<file path="config.mk">
export PLATFORM = sky130hd
export DESIGN_NAME = task_loader
export DESIGN_NICKNAME = d
export VERILOG_FILES = /design/src/common/task_pkg.sv /design/src/task_loader.sv
export VERILOG_INCLUDE_DIRS = /design/src /design/src/common
export SDC_FILE = /design/constraint.sdc
export NUM_CORES = 1
export LEC_CHECK = 0
export BUFFER_PORTS_ARGS = -buffer_cell sky130_fd_sc_hd__buf_2
export CAP_MARGIN = 15
export CORE_MARGIN = 5
export CORE_UTILIZATION = 49
export CTS_BUF_LIST = sky130_fd_sc_hd__clkbuf_8
export DETAILED_ROUTE_END_ITERATION = 6
export HOLD_SLACK_MARGIN = 0.1
export PLACE_DENSITY = 0.95
export SLEW_MARGIN = 30
export SYNTH_ARGS = -nofsm -noshare
export SYNTH_HDL_FRONTEND = slang
export SYNTH_SLANG_ARGS = --single-unit
</file>
<file path="constraint.sdc">
create_clock -name clk -period 2.87 [get_ports clk]
set_input_delay 0.574 -clock clk [delete_from_list [all_inputs] [get_ports clk]]
set_output_delay 0.574 -clock clk [all_outputs]
set_load 0.01 [all_outputs]
</file>
<file path="src/common/gpu_settings.svh">
`ifndef GPU_SETTINGS_SVH
`define GPU_SETTINGS_SVH

// hardware warps and the width of a warp id
`define GPU_NUM_WARPS 8
`define GPU_WARP_ID_W 3

// task store capacity and its pointer width
`define GPU_TASK_DEPTH 256
`define GPU_TASK_PTR_W 8

// shared register pool
`define GPU_NUM_REGS 32

`endif

</file>
<file path="src/common/task_pkg.sv">
package task_pkg;

	// raw host word with the valid bit on top
	typedef struct packed {
		logic       valid;
		logic [7:0] sw_warp_id;
		logic [8:0] start_pc;
		logic [7:0] active_mask;
		logic [2:0] nreg;
	} host_word_t;

	// descriptor as held in the task store
	typedef struct packed {
		logic       valid;
		logic [7:0] sw_warp_id;
		logic [8:0] start_pc;
		logic [7:0] active_mask;
		logic [2:0] nreg;
	} task_t;

	// registers are handed out in even-sized blocks
	function automatic logic [3:0] reg_cost(input task_t t);
		reg_cost = t.nreg[0] ? {1'b0, t.nreg} + 4'd1 : {1'b0, t.nreg} + 4'd2;
	endfunction

endpackage

</file>
<file path="src/task_loader.sv">
`timescale 1ns/10ps
`include "gpu_settings.svh"

module task_loader (
	input  logic                     clk,
	input  logic                     rst,
	input  logic                     clear,
	input  logic                     wr_en,
	input  task_pkg::host_word_t     wr_word,
	input  logic                     loading,
	output logic                     task_wr,
	output task_pkg::task_t          task_desc,
	output logic [`GPU_TASK_PTR_W:0] loaded_count
);

	logic accept;

	// words without the valid bit are dropped here
	assign accept = wr_en && wr_word.valid && loading;

	always_ff @(posedge clk or negedge rst) begin
		if (!rst) begin
			task_wr <= 1'b0;
			loaded_count <= '0;
		end else begin
			task_wr <= accept;
			if (clear) begin
				loaded_count <= '0;
			end else if (accept) begin
				loaded_count <= loaded_count + 1'b1;
			end
		end
	end

	always_ff @(posedge clk) begin
		if (accept) begin
			task_desc.valid <= wr_word.valid;
			task_desc.sw_warp_id <= wr_word.sw_warp_id;
			task_desc.start_pc <= wr_word.start_pc;
			task_desc.active_mask <= wr_word.active_mask;
			task_desc.nreg <= wr_word.nreg;
		end
	end

	// accepted tasks never outnumber the store slots
	a_count_bounded: assert property (
		@(posedge clk) disable iff (!rst)
		loaded_count <= `GPU_TASK_DEPTH
	);

endmodule

</file>
==> results.rst <==
.. list-table::
   :header-rows: 1

   * - Metric
     - Value
   * - Footprint of the flip-flops and latches
     - 0.001121 mm²
   * - Setup bufs post-CTS
     - 0
   * - Number of global-route vias before repair
     - 923
   * - Yosys warns
     - 0
   * - Multi-input gate area
     - 256.5 µm²
   * - GRT overflow
     - 0
   * - H-tree level count
     - 2
   * - Total count of hold-check failures in the final report
     - 0
   * - Detail-routed via count per cell
     - 5.106
   * - Cts bufs inserted
     - 5
   * - Max-Cap Viols
     - 0
   * - PD cells
     - 603.2 mW/mm²
   * - Clock transition at path regs
     - 0.07 ns
   * - Top achievable clock speed
     - 661.4 MHz
   * - Slew of the pin with the lowest slew margin
     - 0.3685 ns
   * - Worst hold path type
     - input port to asynchronous set/reset pin
   * - Post-detailed-routing wire length
     - 2972 µm
   * - CP arrival
     - 1.68 ns
   * - Final core utilization
     - 0.6906
   * - Clock root cell
     - sky130_fd_sc_hd__clkbuf_8
   * - R2R cell count
     - 4
   * - Fraction of synthesis flops using an asynchronous set or reset pin
     - 0.2564
   * - Syn-to-layout area delta
     - 36.01%
   * - Slew margin rel.
     - 0.7543
   * - Chip Width
     - 63.46 µm
   * - Fraction of layout instances using a drive strength above 1
     - 0.5541
   * - Starting Density
     - 0.5077
   * - Average footprint of a synthesized cell
     - 17.95 µm²
   * - Antenna diode count
     - 0
   * - Antenna-violating nets left
     - 0
   * - Std-Cell Rows
     - 19
   * - Number of antenna violations at the first check in global routing
     - 0
   * - Crit Path Category
     - register to register
   * - Synthesized area
     - 0.001400 mm²
   * - Setup tns final
     - 0 ns
   * - Die footprint
     - 0.004027 mm²
   * - Detailed router's first-iteration violation count
     - 32
   * - CTS tree
     - built
   * - Final setup skew
     - 0.003686 ns
   * - Final setup violating endpoints
     - 0
   * - Total clock sinks
     - 39
   * - Worst vdd ir
     - 0.5719 mV
   * - Sequential area share after synthesis
     - 0.8007
   * - Net count reported at finish
     - 191
   * - Synthesized Nets
     - 113
   * - Largest area contributor in the synthesized netlist
     - sky130_fd_sc_hd__edfxtp_1
   * - Placeable core region
     - 0.002758 mm²
   * - Leak pwr
     - 0.8726 nW
   * - Number of library cell types mapped by synthesis
     - 23
   * - Register-to-Register Setup Slack
     - 1.36 ns
   * - Synth Instances
     - 78
   * - CP endpoint kind
     - register
   * - Clock Latency Late Sink
     - 0.28 ns
   * - Global-route usage over all layers
     - 0.1456
   * - Post-DP HPWL
     - 2260 µm
   * - Cell with the most instances after synthesis
     - sky130_fd_sc_hd__edfxtp_1
   * - Reg-to-reg critical path endpoint
     - loaded_count[8]$_DFFE_PN0P_
   * - IO Count
     - 73
   * - Count of placed standard cells in the final layout, fillers left out
     - 188
   * - Prevailing post-synth register cell
     - sky130_fd_sc_hd__edfxtp_1
   * - Leading post-synthesis cells by instance count
     - 29 x sky130_fd_sc_hd__edfxtp_1, 10 x sky130_fd_sc_hd__dfrtp_1, 6 x sky130_fd_sc_hd__nor2_1
   * - Post-cts sizing count
     - 0
   * - Cell types with the largest area share after synthesis
     - sky130_fd_sc_hd__edfxtp_1 62%, sky130_fd_sc_hd__dfrtp_1 18%, sky130_fd_sc_hd__nor4_4 3.0%
   * - Final Wtd Congestion
     - 0.7839
   * - Result of the run
     - finished clean
   * - Count of fill cells added during filler insertion
     - 200
   * - Critical path fanouts, max
     - 4
   * - First-pass GRT wire length
     - 4498 µm
   * - Category of the worst setup path launch point
     - register
   * - Maximum number of pins on one net before global-route repair
     - 31
   * - Total iterations of the first detailed-routing run
     - 3
   * - Share of Yosys cell area claimed by the top area cell type
     - 0.6220
   * - Max clock buf depth
     - 2
   * - Critical path data required time
     - 3.04 ns
   * - Number of pins exceeding their max-slew limit in the final report
     - 0
   * - Unrepaired setup endpoints after global routing
     - no
   * - Average routed wire per standard cell
     - 15.81 µm
   * - Clock period minus final worst setup slack
     - 1.512 ns
   * - Part of the cycle the worst path needs
     - 0.5268
   * - Number of synthesized flops with an enable pin
     - 29
   * - Total Power Consumption
     - 1.149 mW
   * - Via count of the routed design
     - 960
   * - Register bit total from synthesis
     - 39
   * - DIE HEIGHT
     - 63.46 µm
   * - # port buffers
     - 72
   * - Placed Instances
     - 180
   * - Number of buffers inserted for hold repair after clock tree synthesis
     - 0
   * - Reg-to-reg startpoint
     - loaded_count[0]$_DFFE_PN0P_
   * - DRC errors left
     - 0
## layout make-up
cell class | instances | area share
flip-flops and latches | 39 | 0.5887
multi-input cells | 35 | 0.1347
repair buffers | 73 | 0.1932
clock inverters | 3 | 0.02300
well taps | 31 | 0.02037
inverters | 2 | 0.003942
clock buffers | 5 | 0.03614
## where the power goes
group / internal (mW) / switching (mW)
Clock: 0.258 / 0.182
Combinational: 0.0317 / 0.0404
Sequential: 0.630 / 0.00590
## metal layers
| metal | wire length [µm] | track usage | up-vias |
|---|---|---|---|
| met3 | 385 | 0.07993 | 3 |
| li1 | - | - | 448 |
| met4 | 27 | 0.03896 | 0 |
| met1 | 1216 | 0.1825 | 450 |
| met5 | 0 | 0 | - |
| met2 | 1344 | 0.2183 | 59 |
## worst max path at each step
stage	start	cells after the start	to	slack, ns
2_1_floorplan	loading	3	task_desc[0]$_DFFE_PP_	1.10
3_3_place_gp	wr_word[28]	4	loaded_count[7]$_DFFE_PN0P_	1.16
3_5_place_dp	wr_word[28]	4	task_desc[10]$_DFFE_PP_	1.09
4_1_cts	loaded_count[0]$_DFFE_PN0P_	4	loaded_count[8]$_DFFE_PN0P_	1.37
5_1_grt	loaded_count[0]$_DFFE_PN0P_	4	loaded_count[8]$_DFFE_PN0P_	1.28
6_report	loaded_count[0]$_DFFE_PN0P_	4	loaded_count[8]$_DFFE_PN0P_	1.36
## sequential cells by signal, summed over array words and instances, names as in the netlist
register / cells
task_desc: 29
loaded_count: 9
task_wr: 1
## critical path, stage by stage (launching register included)
cell and delay [ns]:
sky130_fd_sc_hd__dfrtp_1 0.42, sky130_fd_sc_hd__ha_1 0.21, sky130_fd_sc_hd__nand4_1 0.22, sky130_fd_sc_hd__nor4_4 0.20, sky130_fd_sc_hd__mux2_2 0.35
## layout by cell type, fill, tap and decap left out
master and count:
sky130_fd_sc_hd__nand3_2 2, sky130_fd_sc_hd__dfrtp_1 10, sky130_fd_sc_hd__nand2_1 1, sky130_fd_sc_hd__xor2_1 2
sky130_fd_sc_hd__nor2b_1 1, sky130_fd_sc_hd__mux2i_1 1, sky130_fd_sc_hd__clkinv_2 1, sky130_fd_sc_hd__clkbuf_8 5
sky130_fd_sc_hd__bufinv_16 1, sky130_fd_sc_hd__a21oi_1 4, sky130_fd_sc_hd__nand4_1 3, sky130_fd_sc_hd__o21ai_0 3
sky130_fd_sc_hd__mux2_1 1, sky130_fd_sc_hd__ha_1 1, sky130_fd_sc_hd__buf_2 72, sky130_fd_sc_hd__nand3_1 1
sky130_fd_sc_hd__buf_4 1, sky130_fd_sc_hd__nor2_1 6, sky130_fd_sc_hd__or4_1 1, sky130_fd_sc_hd__mux2_2 1
sky130_fd_sc_hd__clkinv_4 1, sky130_fd_sc_hd__edfxtp_1 29, sky130_fd_sc_hd__or3_1 3, sky130_fd_sc_hd__inv_1 2
sky130_fd_sc_hd__o31ai_1 1, sky130_fd_sc_hd__nor4_4 2, sky130_fd_sc_hd__nand2_2 1
## through the flow
step                      setup slack (ns)  area, µm²  hold slack (ns)
final                                1.358       1904           0.1397
after global routing                 1.277       1904           0.1422
after CTS                            1.375       1904           0.1375
after detailed placement             1.094       1792           0.4488
after global placement               1.159       1792           0.4426
after floorplan                      1.101       1400           0.2784
## kinds of logic (layout without fill, tap and decap cells)
group | count (synthesis) | after routing | share of synthesized area
AO/OA/AOI/OAI | 8 | 8 | 0.03038
adder cells (fa/ha/maj) | 1 | 1 | 0.008935
flip-flops | 39 | 39 | 0.8007
multiplexers | 3 | 3 | 0.02323
AND/OR/NAND/NOR | 21 | 21 | 0.1081
XOR/XNOR | 2 | 2 | 0.01251
buffers and inverters | 4 | 83 | 0.01608
(Power assumes the default switching activity.)
