$ cat config.mk
export PLATFORM = sky130hd
export DESIGN_NAME = warp_launch
export DESIGN_NICKNAME = d
export VERILOG_FILES = /design/src/common/warp_pkg.sv /design/src/warp_launch.sv /design/src/task_manager/sync_fifo.sv
export VERILOG_INCLUDE_DIRS = /design/src /design/src/common
export SDC_FILE = /design/constraint.sdc
export NUM_CORES = 1
export LEC_CHECK = 0
export BUFFER_PORTS_ARGS = -buffer_cell sky130_fd_sc_hd__buf_2
export CAP_MARGIN = 20
export CORE_MARGIN = 2
export CORE_UTILIZATION = 42
export CTS_CLUSTER_SIZE = 12
export DETAILED_ROUTE_END_ITERATION = 10
export PLACE_DENSITY_LB_ADDON = 0.1
export SYNTH_ARGS = -nofsm -noshare
export SYNTH_HDL_FRONTEND = slang
export SYNTH_SLANG_ARGS = --single-unit
$ cat constraint.sdc
create_clock -name clk -period 4.5 [get_ports clk]
set_input_delay 0 -clock clk [delete_from_list [all_inputs] [get_ports clk]]
set_output_delay 0 -clock clk [all_outputs]
set_load 0.02 [all_outputs]
$ cat src/common/gpu_settings.svh
`ifndef GPU_SETTINGS_SVH
`define GPU_SETTINGS_SVH

// hardware warps and the width of a warp id
`define GPU_NUM_WARPS 8
`define GPU_WARP_ID_W 3

// task store capacity and its pointer width
`define GPU_TASK_DEPTH 256
`define GPU_TASK_PTR_W 8

// shared register pool
`define GPU_NUM_REGS 32

`endif

$ cat src/common/warp_pkg.sv
`include "gpu_settings.svh"

package warp_pkg;

	// hardware warp slot
	typedef logic [`GPU_WARP_ID_W-1:0] warp_id_t;

	// record sent to fetch, simt stack and register allocation
	typedef struct packed {
		warp_id_t   hw_warp;
		logic [7:0] sw_warp_id;
		logic [8:0] start_pc;
		logic [7:0] active_mask;
		logic [2:0] nreg;
	} launch_t;

endpackage

$ cat src/warp_launch.sv
`timescale 1ns/10ps
`include "gpu_settings.svh"

module warp_launch (
	input  logic               clk,
	input  logic               rst,
	input  logic               clear,
	input  logic               dispatch,
	input  warp_pkg::launch_t  launch_in,
	input  logic               exit_valid,
	input  warp_pkg::warp_id_t exit_warp,
	input  logic               exit_ack,
	output logic               exit_pop_valid,
	output warp_pkg::warp_id_t exit_pop_warp,
	output logic               launch_valid,
	output warp_pkg::launch_t  launch
);

	logic [`GPU_NUM_WARPS-1:0] active;
	warp_pkg::launch_t ctx [`GPU_NUM_WARPS];
	// slot of the most recent launch
	warp_pkg::warp_id_t bcast_warp;
	logic exit_empty;

	always_ff @(posedge clk or negedge rst) begin
		if (!rst) begin
			active <= '0;
			launch_valid <= 1'b0;
		end else if (clear) begin
			active <= '0;
			launch_valid <= 1'b0;
		end else begin
			launch_valid <= dispatch;
			if (dispatch) begin
				active[launch_in.hw_warp] <= 1'b1;
			end
			if (exit_valid) begin
				active[exit_warp] <= 1'b0;
			end
		end
	end

	always_ff @(posedge clk) begin
		if (dispatch) begin
			ctx[launch_in.hw_warp] <= launch_in;
			bcast_warp <= launch_in.hw_warp;
		end
	end

	// broadcast reads back from the context table
	assign launch = ctx[bcast_warp];

	sync_fifo #(
		.item_t  (warp_pkg::warp_id_t),
		.depth   (`GPU_NUM_WARPS),
		.preload (1'b0)
	) u_exit_queue (
		.clk       (clk),
		.rst       (rst),
		.clear     (clear),
		.push      (exit_valid),
		.push_item (exit_warp),
		.pop       (exit_ack),
		.pop_item  (exit_pop_warp),
		.empty     (exit_empty),
		.full      ()
	);

	assign exit_pop_valid = !exit_empty;

	// exits only for warps that were launched and have not exited yet
	a_exit_active: assert property (
		@(posedge clk) disable iff (!rst)
		exit_valid |-> active[exit_warp]
	);

endmodule

$ cat src/task_manager/sync_fifo.sv
`timescale 1ns/10ps

module sync_fifo #(
	parameter type item_t = logic [7:0],
	parameter int depth = 8,
	parameter bit preload = 1'b0
) (
	input  logic  clk,
	input  logic  rst,
	input  logic  clear,
	input  logic  push,
	input  item_t push_item,
	input  logic  pop,
	output item_t pop_item,
	output logic  empty,
	output logic  full
);

	localparam int ptr_w = $clog2(depth);
	// preloaded list starts out full
	localparam logic [ptr_w:0] wptr_init = preload ? {1'b1, {ptr_w{1'b0}}} : '0;

	item_t mem [depth];
	logic [ptr_w:0] wptr;
	logic [ptr_w:0] rptr;

	// extra top bit tells full from empty
	assign empty = (wptr == rptr);
	assign full = (wptr[ptr_w] != rptr[ptr_w]) && (wptr[ptr_w-1:0] == rptr[ptr_w-1:0]);
	assign pop_item = mem[rptr[ptr_w-1:0]];

	always_ff @(posedge clk or negedge rst) begin
		if (!rst) begin
			wptr <= wptr_init;
			rptr <= '0;
		end else if (clear) begin
			wptr <= wptr_init;
			rptr <= '0;
		end else begin
			if (push) begin
				wptr <= wptr + 1'b1;
			end
			if (pop) begin
				rptr <= rptr + 1'b1;
			end
		end
	end

	generate
		if (preload) begin : g_preload
			// identity sequence 0..depth-1
			always_ff @(posedge clk or negedge rst) begin
				if (!rst || clear) begin
					for (int i = 0; i < depth; i++) begin
						mem[i] <= item_t'(i);
					end
				end else if (push) begin
					mem[wptr[ptr_w-1:0]] <= push_item;
				end
			end
		end else begin : g_plain
			always_ff @(posedge clk) begin
				if (push && !clear) begin
					mem[wptr[ptr_w-1:0]] <= push_item;
				end
			end
		end
	endgenerate

	a_no_overflow: assert property (@(posedge clk) disable iff (!rst) push |-> !full);

endmodule

==> results.py <==
metrics = {
    "grt": {
        "grt_pass1_wl_um": 32100,
        "antenna_found_initial": 0,
        "grt_max_degree": 63,
        "gr-total-overflow": 0,
        "track_usage_pct": 15.2,
        "grt_pass1_vias": 5542,
    },
    "sta": {
        "max_slew.worst_pin.slew_ns": 1.11,
        "finalMaxSlewViolations": 0,
        "rsz0062_at_grt": "no",
        "period_needed_ns": 2.79,
        "tns_ns": 0,
        "timing.slew.headroom_pct": 25.8,
        "setup_viol": 0,
        "finalHoldViolCount": 0,
        "hold_ws_ns": 0.268,
        "fin_ws_ns": 1.71,
        "period_share_pct": 61.9,
        "skew_ns": 0.00470,
        "fmax_mhz": 359,
    },
    "setup_path": {
        "end_kind": "output port",
        "critPathBufInv": 1,
        "r2r_start": "u_exit_queue.wptr[2]$_DFFE_PN0P_",
        "rr_worst_depth": 2,
        "max_stage_delay_ns": 1.08,
        "cpMaxStageDelayCell": "dfxtp_4",
        "crit_required_ns": 4.50,
        "rrSetupSlack_ns": 2.74,
        "r2r_end": "u_exit_queue.mem[0][1]$_DFFE_PP_",
        "worstSetupStartpointType": "flop",
        "cp_max_fo": 62,
        "cp_cell_sequence": "mux4_1 -> mux2_2 -> buf_2",
        "crit_arrival_ns": 2.79,
        "crit_family": "flip-flops",
        "path_class": "flop to output port",
    },
    "clocking": {
        "cts_tree": "yes",
        "cts_resized": 0,
        "cts_buffer_depth": 3,
        "clock_tree.root_cell": "clkbuf_16",
        "clk_pin_slew_worst_paths_ns": 0.05,
        "post-cts-setup-buffers": 0,
        "numCtsBuffers": 30,
        "clock_sink_count": 287,
        "clk-insertion-delay-late_ns": 0.53,
        "htree_num_levels": 1,
    },
    "power": {
        "peakVddDrop_v": 0.000254,
        "power_mw": 5.90,
        "leakagePower_nw": 4.58,
        "p_per_area_nw_per_um2": 442,
    },
    "synth": {
        "ys_seq_elements": 287,
        "synth_fp_nets": 512,
        "synth.distinct_cells": 23,
        "synth_most_common_cell": "edfxtp_1",
        "synth_top_cell_area_share_pct": 73.9,
        "avgSynthCellArea_sq_um": 23.8,
        "synth_cells": 470,
        "synthArstFlopShare_pct": 3.14,
        "yosys.area.top_type": "edfxtp_1",
        "ys_warn_count": 0,
        "netlist_top_cells_area": "edfxtp_1 (74%), mux4_1 (15%), mux2_2 (3.6%)",
        "synth_flop_cell": "edfxtp_1",
        "yosysSeqAreaShare_pct": 76.4,
        "syn_area_sq_um": 11200,
        "synth_edf_count": 275,
        "synth_common_cells": "edfxtp_1 (275), mux4_1 (62), mux2_2 (36)",
    },
    "drt": {
        "ant_nets": 0,
        "drc": 2,
        "vias": 5100,
        "routedWlPerCell_um": 21.8,
        "routed_wl_um": 21000,
        "first_pass_iters": 7,
        "drtIter0Drc": 413,
        "via_per_inst": 5.30,
    },
    "floorplanning": {
        "dieArea_sq_um": 27900,
        "row_count": 59,
        "ios": 76,
        "core_area_sq_um": 26100,
        "initial_core_util_pct": 42.8,
        "chipHeight_um": 167,
        "fp.dieW_um": 167,
    },
    "placed_design": {
        "routabilityCongestion": 0.701,
        "dpl.cell_count": 868,
        "hpwl_um": 11800,
        "port_buffers": 75,
        "dp_slack_ns": 2.21,
    },
    "hold_path": {
        "hold_class": "input port to flop",
        "hp-start": "launch_in[6]",
        "worst_hold_path.endpoint": "ctx[3][6]$_DFFE_PP_",
        "hold_depth": 2,
    },
    "finish": {
        "stdcell_count": 963,
        "fin_nets": 648,
        "area_delta_synth_final_pct": 19.3,
        "antenna_cells": 0,
        "drive_gt1_share_pct": 28.5,
    },
    "run": {
        "cap_violations": 0,
    },
    "status": {
        "violations": "design-rule violations",
        "status": "finished with violations",
    },
}
==> report_power, final <==
part           internal (mW)  switching (mW)
sequential              3.02          0.0762
clock                   1.42           0.924
combinational          0.234           0.225
total                   4.67            1.23
==> registers in the layout, summed over array words and instances (netlist names), named ones only <==
signal and cells:
bcast_warp 3, ctx 248, launch_valid 1, u_exit_queue.mem 24, u_exit_queue.rptr 4, u_exit_queue.wptr 4
==> what timing repair did <==
action,4_1_cts,5_1_grt
hold buffers,41,0
endpoints found under the hold margin,299,0
endpoints found under the setup margin,0,0
==> cells in the final DEF, fill, tap and decap left out, types with 3 or more instances in the layout <==
master / netlist / final
buf_2: 2 / 75
buf_4: 0 / 11
clkbuf_1: 14 / 12
clkbuf_16: 0 / 31
clkbuf_8: 0 / 3
clkinv_1: 0 / 3
clkinv_2: 0 / 3
dfrtp_1: 9 / 9
dlygate4sd3_1: 0 / 41
edfxtp_1: 275 / 275
mux2_2: 36 / 36
mux4_1: 62 / 62
mux4_2: 6 / 6
nand2_1: 5 / 5
nand2b_1: 5 / 5
nand4_1: 3 / 3
nor2_1: 20 / 14
nor2_4: 0 / 6
xnor2_1: 6 / 6
xor2_1: 4 / 4
==> how the worst max path moves through the flow <==
stage | endpoint | slack (ns) | cells after the start
2_1_floorplan | ctx[0][0]$_DFFE_PP_ | 1.72 | 2
3_3_place_gp | launch[21] | 2.22 | 3
3_5_place_dp | launch[29] | 2.21 | 3
4_1_cts | launch[29] | 1.61 | 3
5_1_grt | launch[1] | 1.59 | 3
6_report | launch[29] | 1.71 | 3
==> cells by family after synthesis <==
| logic type | synth area share [%] |
|---|---|
| buffers and inverters | 1.30 |
| AOI/OAI and AO/OA | 0.0447 |
| adders and majority gates | 0.224 |
| and+or+nand+nor | 1.67 |
| muxes | 19.6 |
| DFF | 76.4 |
| xor gates and xnor gates | 0.783 |
==> cell type report <==
cell class,count,area [sq um]
clock buffer,46,862
multi-input combinational,159,2550
clock inverter,8,86.3
tap,335,419
fill,2144,12800
inverter,1,3.75
sequential,287,8550
timing repair buffer,127,868
==> per-stage QoR <==
step                      util, %  instance area (sq um)
after floorplan                 -                  11200
after CTS                    51.0                  13300
after detailed placement     45.8                  12000
after global placement       45.8                  12000
final                        51.0                  13300
after global routing         51.0                  13300
==> layer usage <==
metal | vias up | routed length (um) | global-route usage [%] | part of all wire, %
li1 | 2295 | - | - | -
met1 | 2656 | 9400 | 20.8 | 45
met2 | 125 | 10400 | 25.8 | 49
met3 | 24 | 922 | 2.48 | 4.4
met4 | 0 | 278 | 3.44 | 1.3
met5 | - | 0 | 0 | 0
Power figures use the tool's default switching activity.
